==> config.mk <==
export PLATFORM = sky130hd
export DESIGN_NAME = mips_cpu_bus
export DESIGN_NICKNAME = d
export VERILOG_FILES = /design/src/logic/mips_pkg.sv /design/src/logic/mem_req_if.sv /design/src/logic/mips_cpu_bus.sv /design/src/logic/mips_control.sv /design/src/logic/mips_lsu.sv /design/src/logic/mips_alu.sv /design/src/logic/mips_regfile.sv
export SDC_FILE = /design/constraint.sdc
export NUM_CORES = 2
export LEC_CHECK = 0
export BUFFER_PORTS_ARGS = -buffer_cell sky130_fd_sc_hd__buf_2
export CAP_MARGIN = 5
export CORE_ASPECT_RATIO = 1.1
export CORE_UTILIZATION = 30
export DETAILED_ROUTE_END_ITERATION = 10
export SLEW_MARGIN = 20
export SYNTH_ARGS = -nofsm -noshare
export SYNTH_HDL_FRONTEND = slang
export SYNTH_HIERARCHICAL = 1
export SYNTH_SLANG_ARGS = --single-unit
==> constraint.sdc <==
create_clock -name clk -period 6.7 [get_ports clk]
set_clock_uncertainty 0.2 [all_clocks]
set_input_delay 0.67 -clock clk [delete_from_list [all_inputs] [get_ports clk]]
set_output_delay 0.67 -clock clk [all_outputs]
set_load 0.05 [all_outputs]
==> src/logic/mips_pkg.sv <==
package mips_pkg;

    typedef logic [31:0] word_t;
    typedef logic [4:0]  reg_idx_t;

    // First fetch after reset
    localparam word_t RESET_VECTOR = 32'hBFC0_0000;
    // Fetching from here ends the program
    localparam word_t HALT_ADDR = 32'h0000_0000;

    // Primary opcodes of the supported subset
    typedef enum logic [5:0] {
        OP_SPECIAL = 6'h00,
        OP_J       = 6'h02,
        OP_BEQ     = 6'h04,
        OP_BNE     = 6'h05,
        OP_ADDIU   = 6'h09,
        OP_SLTI    = 6'h0A,
        OP_ANDI    = 6'h0C,
        OP_ORI     = 6'h0D,
        OP_XORI    = 6'h0E,
        OP_LUI     = 6'h0F,
        OP_LB      = 6'h20,
        OP_LW      = 6'h23,
        OP_LBU     = 6'h24,
        OP_SW      = 6'h2B
    } opcode_t;

    // Function field of SPECIAL instructions
    typedef enum logic [5:0] {
        FN_SLL  = 6'h00,
        FN_SRL  = 6'h02,
        FN_SRA  = 6'h03,
        FN_JR   = 6'h08,
        FN_ADDU = 6'h21,
        FN_SUBU = 6'h23,
        FN_AND  = 6'h24,
        FN_OR   = 6'h25,
        FN_XOR  = 6'h26,
        FN_SLT  = 6'h2A,
        FN_SLTU = 6'h2B
    } funct_t;

    typedef struct packed {
        opcode_t    opcode;
        reg_idx_t   rs;
        reg_idx_t   rt;
        reg_idx_t   rd;
        logic [4:0] shamt;
        funct_t     funct;
    } r_fields_t;

    typedef struct packed {
        opcode_t     opcode;
        reg_idx_t    rs;
        reg_idx_t    rt;
        logic [15:0] imm;
    } i_fields_t;

    typedef struct packed {
        opcode_t     opcode;
        logic [25:0] index;
    } j_fields_t;

    // One instruction word, three ways to read it
    typedef union packed {
        r_fields_t r_fields;
        i_fields_t i_fields;
        j_fields_t j_fields;
    } instr_t;

    typedef enum logic [2:0] {
        FETCH,
        DECODE,
        EXEC,
        MEM,
        HALTED
    } cpu_state_t;

    typedef enum logic [3:0] {
        ALU_NOP,
        ALU_ADD,
        ALU_SUB,
        ALU_AND,
        ALU_OR,
        ALU_XOR,
        ALU_SLT,
        ALU_SLTU,
        ALU_SLL,
        ALU_SRL,
        ALU_SRA,
        ALU_LUI
    } alu_op_t;

endpackage
==> src/logic/mem_req_if.sv <==
`timescale 1ns/1ns

// Load/store request handed from the LSU to the bus controller
interface mem_req_if;
    import mips_pkg::*;

    logic       load;
    logic       store;
    word_t      addr;
    logic [3:0] byteenable;
    word_t      wdata;

    modport lsu (
        output load, store, addr, byteenable, wdata
    );

    modport ctrl (
        input load, store, addr, byteenable, wdata
    );

endinterface

==> src/logic/mips_cpu_bus.sv <==
`timescale 1ns/1ns

module mips_cpu_bus #(
    parameter mips_pkg::word_t reset_addr = mips_pkg::RESET_VECTOR
) (
    input  logic            clk,
    input  logic            reset,
    output logic            active,
    output mips_pkg::word_t register_v0,

    // Avalon-MM master
    output mips_pkg::word_t address,
    output logic            write,
    output logic            read,
    input  logic            waitrequest,
    output mips_pkg::word_t writedata,
    output logic [3:0]      byteenable,
    input  mips_pkg::word_t readdata
);
    import mips_pkg::*;

    cpu_state_t state;
    instr_t     ir;
    word_t      pc;
    word_t      rs_val;
    word_t      rt_val;

    // Register writeback from ALU (EXEC) and LSU (MEM)
    logic       alu_we;
    reg_idx_t   alu_idx;
    word_t      alu_data;
    logic       load_we;
    reg_idx_t   load_idx;
    word_t      load_data;

    logic       taken;
    word_t      target;

    mem_req_if mem_req ();

    mips_control #(
        .reset_addr (reset_addr)
    ) i_control (
        .clk         (clk),
        .reset       (reset),
        .waitrequest (waitrequest),
        .readdata    (readdata),
        .taken       (taken),
        .target      (target),
        .mem         (mem_req.ctrl),
        .state       (state),
        .ir          (ir),
        .pc          (pc),
        .active      (active),
        .address     (address),
        .read        (read),
        .write       (write),
        .byteenable  (byteenable),
        .writedata   (writedata)
    );

    mips_regfile i_regfile (
        .clk       (clk),
        .reset     (reset),
        .rs_idx    (ir.r_fields.rs),
        .rt_idx    (ir.r_fields.rt),
        .rs_val    (rs_val),
        .rt_val    (rt_val),
        .alu_we    (alu_we),
        .alu_idx   (alu_idx),
        .alu_data  (alu_data),
        .load_we   (load_we),
        .load_idx  (load_idx),
        .load_data (load_data),
        .v0        (register_v0)
    );

    mips_alu i_alu (
        .ir      (ir),
        .state   (state),
        .pc      (pc),
        .rs_val  (rs_val),
        .rt_val  (rt_val),
        .we      (alu_we),
        .wr_idx  (alu_idx),
        .wr_data (alu_data),
        .taken   (taken),
        .target  (target)
    );

    mips_lsu i_lsu (
        .ir       (ir),
        .state    (state),
        .rs_val   (rs_val),
        .rt_val   (rt_val),
        .readdata (readdata),
        .req      (mem_req.lsu),
        .we       (load_we),
        .wr_idx   (load_idx),
        .wr_data  (load_data)
    );

endmodule

==> src/logic/mips_control.sv <==
`timescale 1ns/1ns

module mips_control #(
    parameter mips_pkg::word_t reset_addr = mips_pkg::RESET_VECTOR
) (
    input  logic                 clk,
    input  logic                 reset,
    input  logic                 waitrequest,
    input  mips_pkg::word_t      readdata,
    input  logic                 taken,
    input  mips_pkg::word_t      target,
    mem_req_if.ctrl              mem,
    output mips_pkg::cpu_state_t state,
    output mips_pkg::instr_t     ir,
    output mips_pkg::word_t      pc,
    output logic                 active,
    output mips_pkg::word_t      address,
    output logic                 read,
    output logic                 write,
    output logic [3:0]           byteenable,
    output mips_pkg::word_t      writedata
);
    import mips_pkg::*;

    logic  mem_op;
    logic  at_halt;
    logic  instr_done;
    logic  pending;
    word_t pending_target;
    word_t pc_next;

    assign mem_op  = mem.load || mem.store;
    assign at_halt = (pc == HALT_ADDR);

    // Last cycle of the current instruction
    assign instr_done = (state == EXEC && !mem_op)
                     || (state == EXEC && mem.store && !waitrequest)
                     || (state == MEM);

    // Delay slot done, so a held branch target takes over
    assign pc_next = pending ? pending_target : pc + 32'd4;

    always_ff @(posedge clk) begin
        if (reset) begin
            state   <= FETCH;
            active  <= 1'b1;
            pc      <= reset_addr;
            pending <= 1'b0;
        end else begin
            case (state)
                FETCH: begin
                    if (at_halt) begin
                        state  <= HALTED;
                        active <= 1'b0;
                    end else if (!waitrequest) begin
                        state <= DECODE;
                    end
                end
                DECODE: state <= EXEC;
                EXEC: begin
                    if (!mem_op) begin
                        state <= FETCH;
                    end else if (!waitrequest) begin
                        state <= mem.load ? MEM : FETCH;
                    end
                end
                MEM: state <= FETCH;
                HALTED: state <= HALTED;
                default: state <= HALTED;
            endcase

            if (instr_done) begin
                pc      <= pc_next;
                // Only a branch or jump in EXEC raises taken
                pending <= taken;
            end
        end
    end

    always_ff @(posedge clk) begin
        if (state == DECODE) begin
            ir <= readdata;
        end
        if (state == EXEC && taken) begin
            pending_target <= target;
        end
    end

    // Bus is owned by fetch in FETCH and by the LSU request in EXEC
    always_comb begin
        address    = pc;
        read       = 1'b0;
        write      = 1'b0;
        byteenable = 4'b1111;
        writedata  = mem.wdata;
        case (state)
            FETCH: read = !at_halt;
            EXEC: begin
                if (mem_op) begin
                    address    = mem.addr;
                    read       = mem.load;
                    write      = mem.store;
                    byteenable = mem.byteenable;
                end
            end
            default: ;
        endcase
    end

endmodule

==> src/logic/mips_lsu.sv <==
`timescale 1ns/1ns

module mips_lsu (
    input  mips_pkg::instr_t     ir,
    input  mips_pkg::cpu_state_t state,
    input  mips_pkg::word_t      rs_val,
    input  mips_pkg::word_t      rt_val,
    input  mips_pkg::word_t      readdata,
    mem_req_if.lsu               req,
    output logic                 we,
    output mips_pkg::reg_idx_t   wr_idx,
    output mips_pkg::word_t      wr_data
);
    import mips_pkg::*;

    word_t      eff_addr;
    logic [1:0] lane;
    logic       is_byte;
    logic [7:0] byte_sel;

    // Base plus sign-extended offset
    assign eff_addr = rs_val + {{16{ir.i_fields.imm[15]}}, ir.i_fields.imm};
    assign lane     = eff_addr[1:0];

    assign is_byte = (ir.i_fields.opcode == OP_LB) || (ir.i_fields.opcode == OP_LBU);

    assign req.load  = is_byte || (ir.i_fields.opcode == OP_LW);
    assign req.store = (ir.i_fields.opcode == OP_SW);
    assign req.addr  = {eff_addr[31:2], 2'b00};
    assign req.wdata = rt_val;

    // One lane for byte loads, whole word otherwise
    always_comb begin
        if (is_byte) begin
            req.byteenable = 4'b0001 << lane;
        end else begin
            req.byteenable = 4'b1111;
        end
    end

    always_comb begin
        case (lane)
            2'd0: byte_sel = readdata[7:0];
            2'd1: byte_sel = readdata[15:8];
            2'd2: byte_sel = readdata[23:16];
            default: byte_sel = readdata[31:24];
        endcase
    end

    // Read data is on the bus during MEM
    always_comb begin
        case (ir.i_fields.opcode)
            OP_LB:   wr_data = {{24{byte_sel[7]}}, byte_sel};
            OP_LBU:  wr_data = {24'h000000, byte_sel};
            default: wr_data = readdata;
        endcase
    end

    assign we     = (state == MEM) && req.load;
    assign wr_idx = ir.i_fields.rt;

endmodule

==> src/logic/mips_alu.sv <==
`timescale 1ns/1ns

module mips_alu (
    input  mips_pkg::instr_t     ir,
    input  mips_pkg::cpu_state_t state,
    input  mips_pkg::word_t      pc,
    input  mips_pkg::word_t      rs_val,
    input  mips_pkg::word_t      rt_val,
    output logic                 we,
    output mips_pkg::reg_idx_t   wr_idx,
    output mips_pkg::word_t      wr_data,
    output logic                 taken,
    output mips_pkg::word_t      target
);
    import mips_pkg::*;

    alu_op_t op;
    logic    use_imm;
    logic    imm_zext;
    logic    dest_rd;
    word_t   imm_ext;
    word_t   opnd_b;
    word_t   pc_plus4;
    logic    is_branch;

    // Decode into an operation and operand sources
    always_comb begin
        op       = ALU_NOP;
        use_imm  = 1'b1;
        imm_zext = 1'b0;
        dest_rd  = 1'b0;
        case (ir.r_fields.opcode)
            OP_SPECIAL: begin
                use_imm = 1'b0;
                dest_rd = 1'b1;
                case (ir.r_fields.funct)
                    FN_ADDU: op = ALU_ADD;
                    FN_SUBU: op = ALU_SUB;
                    FN_AND:  op = ALU_AND;
                    FN_OR:   op = ALU_OR;
                    FN_XOR:  op = ALU_XOR;
                    FN_SLT:  op = ALU_SLT;
                    FN_SLTU: op = ALU_SLTU;
                    FN_SLL:  op = ALU_SLL;
                    FN_SRL:  op = ALU_SRL;
                    FN_SRA:  op = ALU_SRA;
                    default: op = ALU_NOP;
                endcase
            end
            OP_ADDIU: op = ALU_ADD;
            OP_SLTI:  op = ALU_SLT;
            OP_ANDI: begin
                op       = ALU_AND;
                imm_zext = 1'b1;
            end
            OP_ORI: begin
                op       = ALU_OR;
                imm_zext = 1'b1;
            end
            OP_XORI: begin
                op       = ALU_XOR;
                imm_zext = 1'b1;
            end
            OP_LUI:  op = ALU_LUI;
            default: op = ALU_NOP;
        endcase
    end

    assign imm_ext = imm_zext ? {16'h0000, ir.i_fields.imm}
                              : {{16{ir.i_fields.imm[15]}}, ir.i_fields.imm};
    assign opnd_b  = use_imm ? imm_ext : rt_val;

    always_comb begin
        case (op)
            ALU_ADD:  wr_data = rs_val + opnd_b;
            ALU_SUB:  wr_data = rs_val - opnd_b;
            ALU_AND:  wr_data = rs_val & opnd_b;
            ALU_OR:   wr_data = rs_val | opnd_b;
            ALU_XOR:  wr_data = rs_val ^ opnd_b;
            ALU_SLT:  wr_data = {31'd0, $signed(rs_val) < $signed(opnd_b)};
            ALU_SLTU: wr_data = {31'd0, rs_val < opnd_b};
            ALU_SLL:  wr_data = rt_val << ir.r_fields.shamt;
            ALU_SRL:  wr_data = rt_val >> ir.r_fields.shamt;
            ALU_SRA:  wr_data = $signed(rt_val) >>> ir.r_fields.shamt;
            ALU_LUI:  wr_data = {ir.i_fields.imm, 16'h0000};
            default:  wr_data = '0;
        endcase
    end

    assign we     = (state == EXEC) && (op != ALU_NOP);
    assign wr_idx = dest_rd ? ir.r_fields.rd : ir.i_fields.rt;

    // Branch and jump resolution
    assign pc_plus4 = pc + 32'd4;

    always_comb begin
        is_branch = 1'b0;
        target    = pc_plus4 + {{14{ir.i_fields.imm[15]}}, ir.i_fields.imm, 2'b00};
        case (ir.r_fields.opcode)
            OP_BEQ: is_branch = (rs_val == rt_val);
            OP_BNE: is_branch = (rs_val != rt_val);
            OP_J: begin
                is_branch = 1'b1;
                target    = {pc_plus4[31:28], ir.j_fields.index, 2'b00};
            end
            OP_SPECIAL: begin
                is_branch = (ir.r_fields.funct == FN_JR);
                target    = rs_val;
            end
            default: is_branch = 1'b0;
        endcase
    end

    assign taken = (state == EXEC) && is_branch;

endmodule

==> src/logic/mips_regfile.sv <==
`timescale 1ns/1ns

module mips_regfile (
    input  logic                clk,
    input  logic                reset,
    input  mips_pkg::reg_idx_t  rs_idx,
    input  mips_pkg::reg_idx_t  rt_idx,
    output mips_pkg::word_t     rs_val,
    output mips_pkg::word_t     rt_val,
    input  logic                alu_we,
    input  mips_pkg::reg_idx_t  alu_idx,
    input  mips_pkg::word_t     alu_data,
    input  logic                load_we,
    input  mips_pkg::reg_idx_t  load_idx,
    input  mips_pkg::word_t     load_data,
    output mips_pkg::word_t     v0
);
    import mips_pkg::*;

    word_t regs [32];

    // $zero is hardwired
    assign rs_val = (rs_idx == '0) ? '0 : regs[rs_idx];
    assign rt_val = (rt_idx == '0) ? '0 : regs[rt_idx];
    assign v0     = regs[2];

    // ALU writes come in EXEC and load writes in MEM
    always_ff @(posedge clk) begin
        if (reset) begin
            for (int k = 0; k < 32; k++) begin
                regs[k] <= '0;
            end
        end else if (alu_we && alu_idx != '0) begin
            regs[alu_idx] <= alu_data;
        end else if (load_we && load_idx != '0) begin
            regs[load_idx] <= load_data;
        end
    end

endmodule

==> results.md <==
- The flow ran to the end, but the final reports show violations.
- The final reports fail on negative setup slack.
- The H-tree level count is 4.
- The unique cell type count in the Yosys netlist is 118.
- The total instance count after detailed placement is 9,908.
- The cell family contributing the most delay on the critical path is compound AO/OA/AOI/OAI gates.
- Yosys mapped a number of flops with a built-in enable equal to 1,088.
- Setup repair after global routing could not meet its margin everywhere.
- The final number of setup-violating endpoints is 1.
- The slowest cell on the critical path is edfxtp_1.
- The post-synthesis cell count is roughly 6,400.
- The synthesized design contains 1,125 register bits.
- The required time at the endpoint of the critical path is 5830 ps.
- At the placement stage, the worst setup path has a slack of -228 ps.
- The setup slack after layout is -19.3 ps.
- In this run the mean area of a mapped cell was 11.5 um2.
- The number of buffer cells added on primary ports is approximately 140.
- The worst setup path is launched from a register.
- The uppermost layer routed is met5.
- The routability congestion estimate is 1.03.
- The final instance area is approximately 89,000 um2.
- The end-of-flow core utilization is 0.364.
- After layout, the design draws a total of 20.0 mW.
- From left edge to right edge, the die measures 475 um.
- The total length of routed met3 wires is a little under 40,000 um.
- The number of fill cells in the layout is 23,700.
- The kind of path behind the tightest hold check is primary input to register.
- The post-route antenna net violation count is 0.
- The clock transition at the registers of the reported paths is around 70 ps.
- The via count normalized by instance count is between 6 and 7.
- The maximum resistive drop on vdd is roughly 0.00019 V.
- The most common flop cell mapped by yosys is edfxtp_1.
- The first global-routing pass estimated 471,000 um of wire.
- Max-cap violations in this run came to 0.
- The finished layout holds 10,200 standard cells, fillers aside.
- The clock tree from TritonCTS is done.
- After detailed routing, the wire length on met1 is 124,000 um.
- In this run the tightest slew margin relative to its limit is 0.137.
- The post-route fraction of the period consumed by the critical path is 1.00.
- The category of the most critical setup path is register to primary output.
- Of all flip-flops after synthesis, the portion carrying an async set or reset was 0.
- The number of buffers and inverters on the critical path is 6.
- The detailed router finished its first iteration with between 8,000 and 9,000 violations.
- The leakage dissipation is between 30 and 40 nW.
- The number of CTS-inserted buffers is 130.
- The post-synthesis instance area is 73,900 um2.
- The total overflow left after global routing is 0.
- Of all nets on the critical path, the largest fanout is 8.
- After layout, the minimum clock period comes to 6720 ps.
- For this run, the register share of the synthesized area comes to 0.452.
- The initial core utilization is 0.303.
- The placed instances occupy a cell area of 83,700 um2.
- The floorplan step set the die height to 523 um.
- The floorplan has 190 rows.
- For the worst setup path, the data arrival time is 5850 ps.
- The maximum clock path buffer count is 3.
- Traced cell by cell, the critical path runs through nand2_2 > buf_4 > buf_4 > o22ai_2 > nor2_1 > o21ai_0 > buf_4 > buf_4 > buf_4 > ha_4 > a21oi_2 > o21a_1 > o2bb2ai_1 > or3b_1 > a31oi_1 > o21ai_1 > xor2_1 > mux2_2 > buf_4.
- For this run, the post-layout net count is about 7,000.
- The number of antenna violations at the first check in global routing is 19.
- On the final layout, the worst hold slack is 17.3 ps.
- The final max-slew violation count is 0.
- The clock sink total is 1,125.
- The number of vias in the routed layout is 62,400.
- The number of optimization iterations in the first detailed-route pass is 6.
- The core footprint is roughly 240,000 um2.
- In the global route stage, overall resource usage came out at 0.268.
- After detailed routing, the met2 layer carries 154,000 um of wire.
- For the pin with the worst max-slew slack, the measured transition is 1280 ps.
- The final HPWL from detailed placement is 240,000 um.
- The residual DRC count is 0.
- The number of failing hold endpoints at the final stage came to 0.
- The sum of negative setup slack is -19.3 ps.
- The worst setup path is captured at a primary output.
- In the final routed layout, each cell accounts on average for 33.5 um.
- In the final layout, the share of cells above drive strength 1 is 0.283.
- The clock reaches the later pin of the worst-skew pair after 850 ps.
- For this block, the routed nets add up to 342,000 um of wire.
- The number of primary I/O pins is 138.
- The most numerous cell type found on the critical path is buf_4.
- The delay contributed by the slowest stage of the critical path is 640 ps.
- The Yosys step of the flow raised 6 warnings.
- The pin count of the biggest net entering global routing is 82.
- The via count of the first global-routing pass was 60,600.
- The die covers 248,000 um2.
- The layout-stage area growth over the synthesis result is 20.4%.
- The highest clock frequency the design can meet is 0.149 GHz.
- The total power density per cell area is between 200 and 250 nW/um2.
- In this run the clock root is driven by a clkbuf_16.
worst register-to-register path, cell delays in order (launching register included):
cell and delay, ps:
edfxtp_1 400, buf_12 200, buf_12 180, buf_12 220, buf_12 330, mux4_2 590, nor2b_1 150, a211oi_2 440
a2111oi_2 170, buf_4 180, buf_4 220, mux4_2 490, mux2_2 290, o21ai_0 200, o21ai_0 290, a221oi_1 410
o21ai_0 150, a221oi_1 430, buf_4 240, o211ai_1 140, mux2i_4 190, buf_12 240, nor2_1 80
layout make-up:
class                           count  area (um2)  area share
Inverter                          144         541     0.00607
Clock inverter                     75         797     0.00896
Tap cell                         3264        4080      0.0459
Clock buffer                      156        3350      0.0377
Timing Repair Buffer              911        8450      0.0950
Antenna cell                        5        12.5    0.000141
Multi-Input combinational cell   4513       38300       0.431
Sequential cell                  1125       33400       0.376
layer usage:
| layer | up-vias | GRT usage |
|---|---|---|
| met2 | 4514 | 0.418 |
| met4 | 16 | 0.163 |
| met3 | 1046 | 0.0668 |
| met5 | - | 0 |
| li1 | 25100 | - |
| met1 | 31700 | 0.332 |
power by group:
part / leakage, nW / internal [mW] / total (mW) / switching, mW
registers: 11.4 / 7.96 / 8.15 / 0.195
logic: 18.5 / 1.76 / 4.73 / 2.97
clock network: 2.02 / 3.96 / 7.11 / 3.14
path summary, 6_finish.rpt:
| kind | slack, ps | end | startpoint | cells after the start |
|---|---|---|---|---|
| setup / recovery | -20 | address[28] | i_control/ir[25]$_DFFE_PP_ | 19 |
| hold / removal | 20 | i_control/ir[0]$_DFFE_PP_ | readdata[0] | 1 |
| setup reg to reg | 40 | i_regfile/regs[19][22]$_SDFFCE_PN0P_ | i_control/ir[16]$_DFFE_PP_ | 22 |
| hold reg to reg | 270 | i_control/active$_SDFFE_PP1P_ | i_control/active$_SDFFE_PP1P_ | 2 |
cells in the mapped netlist (all sizes together), types with 17 or more instances:
master,count,area [um2]
nand4,42,278
o21a,36,270
a211oi,81,613
mux4,514,11600
o211ai,22,175
mux2i,348,3490
nor2b,73,457
a22oi,51,383
edfxtp,1088,32700
mux2,89,1010
and3,31,194
o31ai,17,128
nor2,1297,4890
buf,405,2310
nor4,44,312
a21oi,237,1210
nand2b,85,532
xor2,62,543
o22ai,68,425
or3,21,136
nand3,89,450
xnor2,70,613
a2111oi,49,454
nand2,233,885
o21ai,228,1220
a21o,78,586
a31oi,35,219
inv,142,533
clkbuf,282,1070
dfxtp,37,741
ha,160,2000
o21bai,21,158
nor3,81,460
a221oi,57,505
kinds of logic after synthesis:
| kind of cell | count (synthesis) | share of synthesized area |
|---|---|---|
| AOI/OAI and AO/OA | 1151 | 0.108 |
| xor gates and xnor gates | 132 | 0.0156 |
| adders and majority gates | 164 | 0.0282 |
| buffers and inverters | 831 | 0.0529 |
| DFF | 1125 | 0.452 |
| muxes | 951 | 0.217 |
| other | 2 | 0.000102 |
| and+or+nand+nor | 2081 | 0.126 |
flip-flops by register name, indices dropped and copies added (netlist names):
signal,count
i_control/active,1
i_control/pending_target,32
i_control/pc,32
i_control/ir,32
i_regfile/regs,1024
i_control/pending,1
i_control/state,3
placed cells by master (no fill, tap or decap), types with 61 or more instances in the layout:
| master | instances |
|---|---|
| a211oi_1 | 75 |
| a21o_1 | 78 |
| a21oi_1 | 222 |
| buf_12 | 127 |
| buf_2 | 130 |
| buf_4 | 608 |
| clkbuf_16 | 133 |
| edfxtp_1 | 1088 |
| ha_1 | 153 |
| inv_1 | 140 |
| mux2_2 | 88 |
| mux2i_1 | 311 |
| mux4_2 | 514 |
| nand2_1 | 229 |
| nand3_1 | 87 |
| nor2_1 | 1289 |
| nor2b_1 | 71 |
| nor3_1 | 68 |
| o21ai_0 | 160 |
| o22ai_1 | 65 |
| xnor2_1 | 67 |
| xor2_1 | 61 |
timing repair:
action	in CTS	in global routing
buffers inserted	5	15
cloned	4	3
pin swaps	1	7
setup endpoints to repair	171	323
hold endpoints to repair	21	1
resized for setup	34	70
hold buffers	21	1
Note: power is estimated with default switching activity, not from simulation.
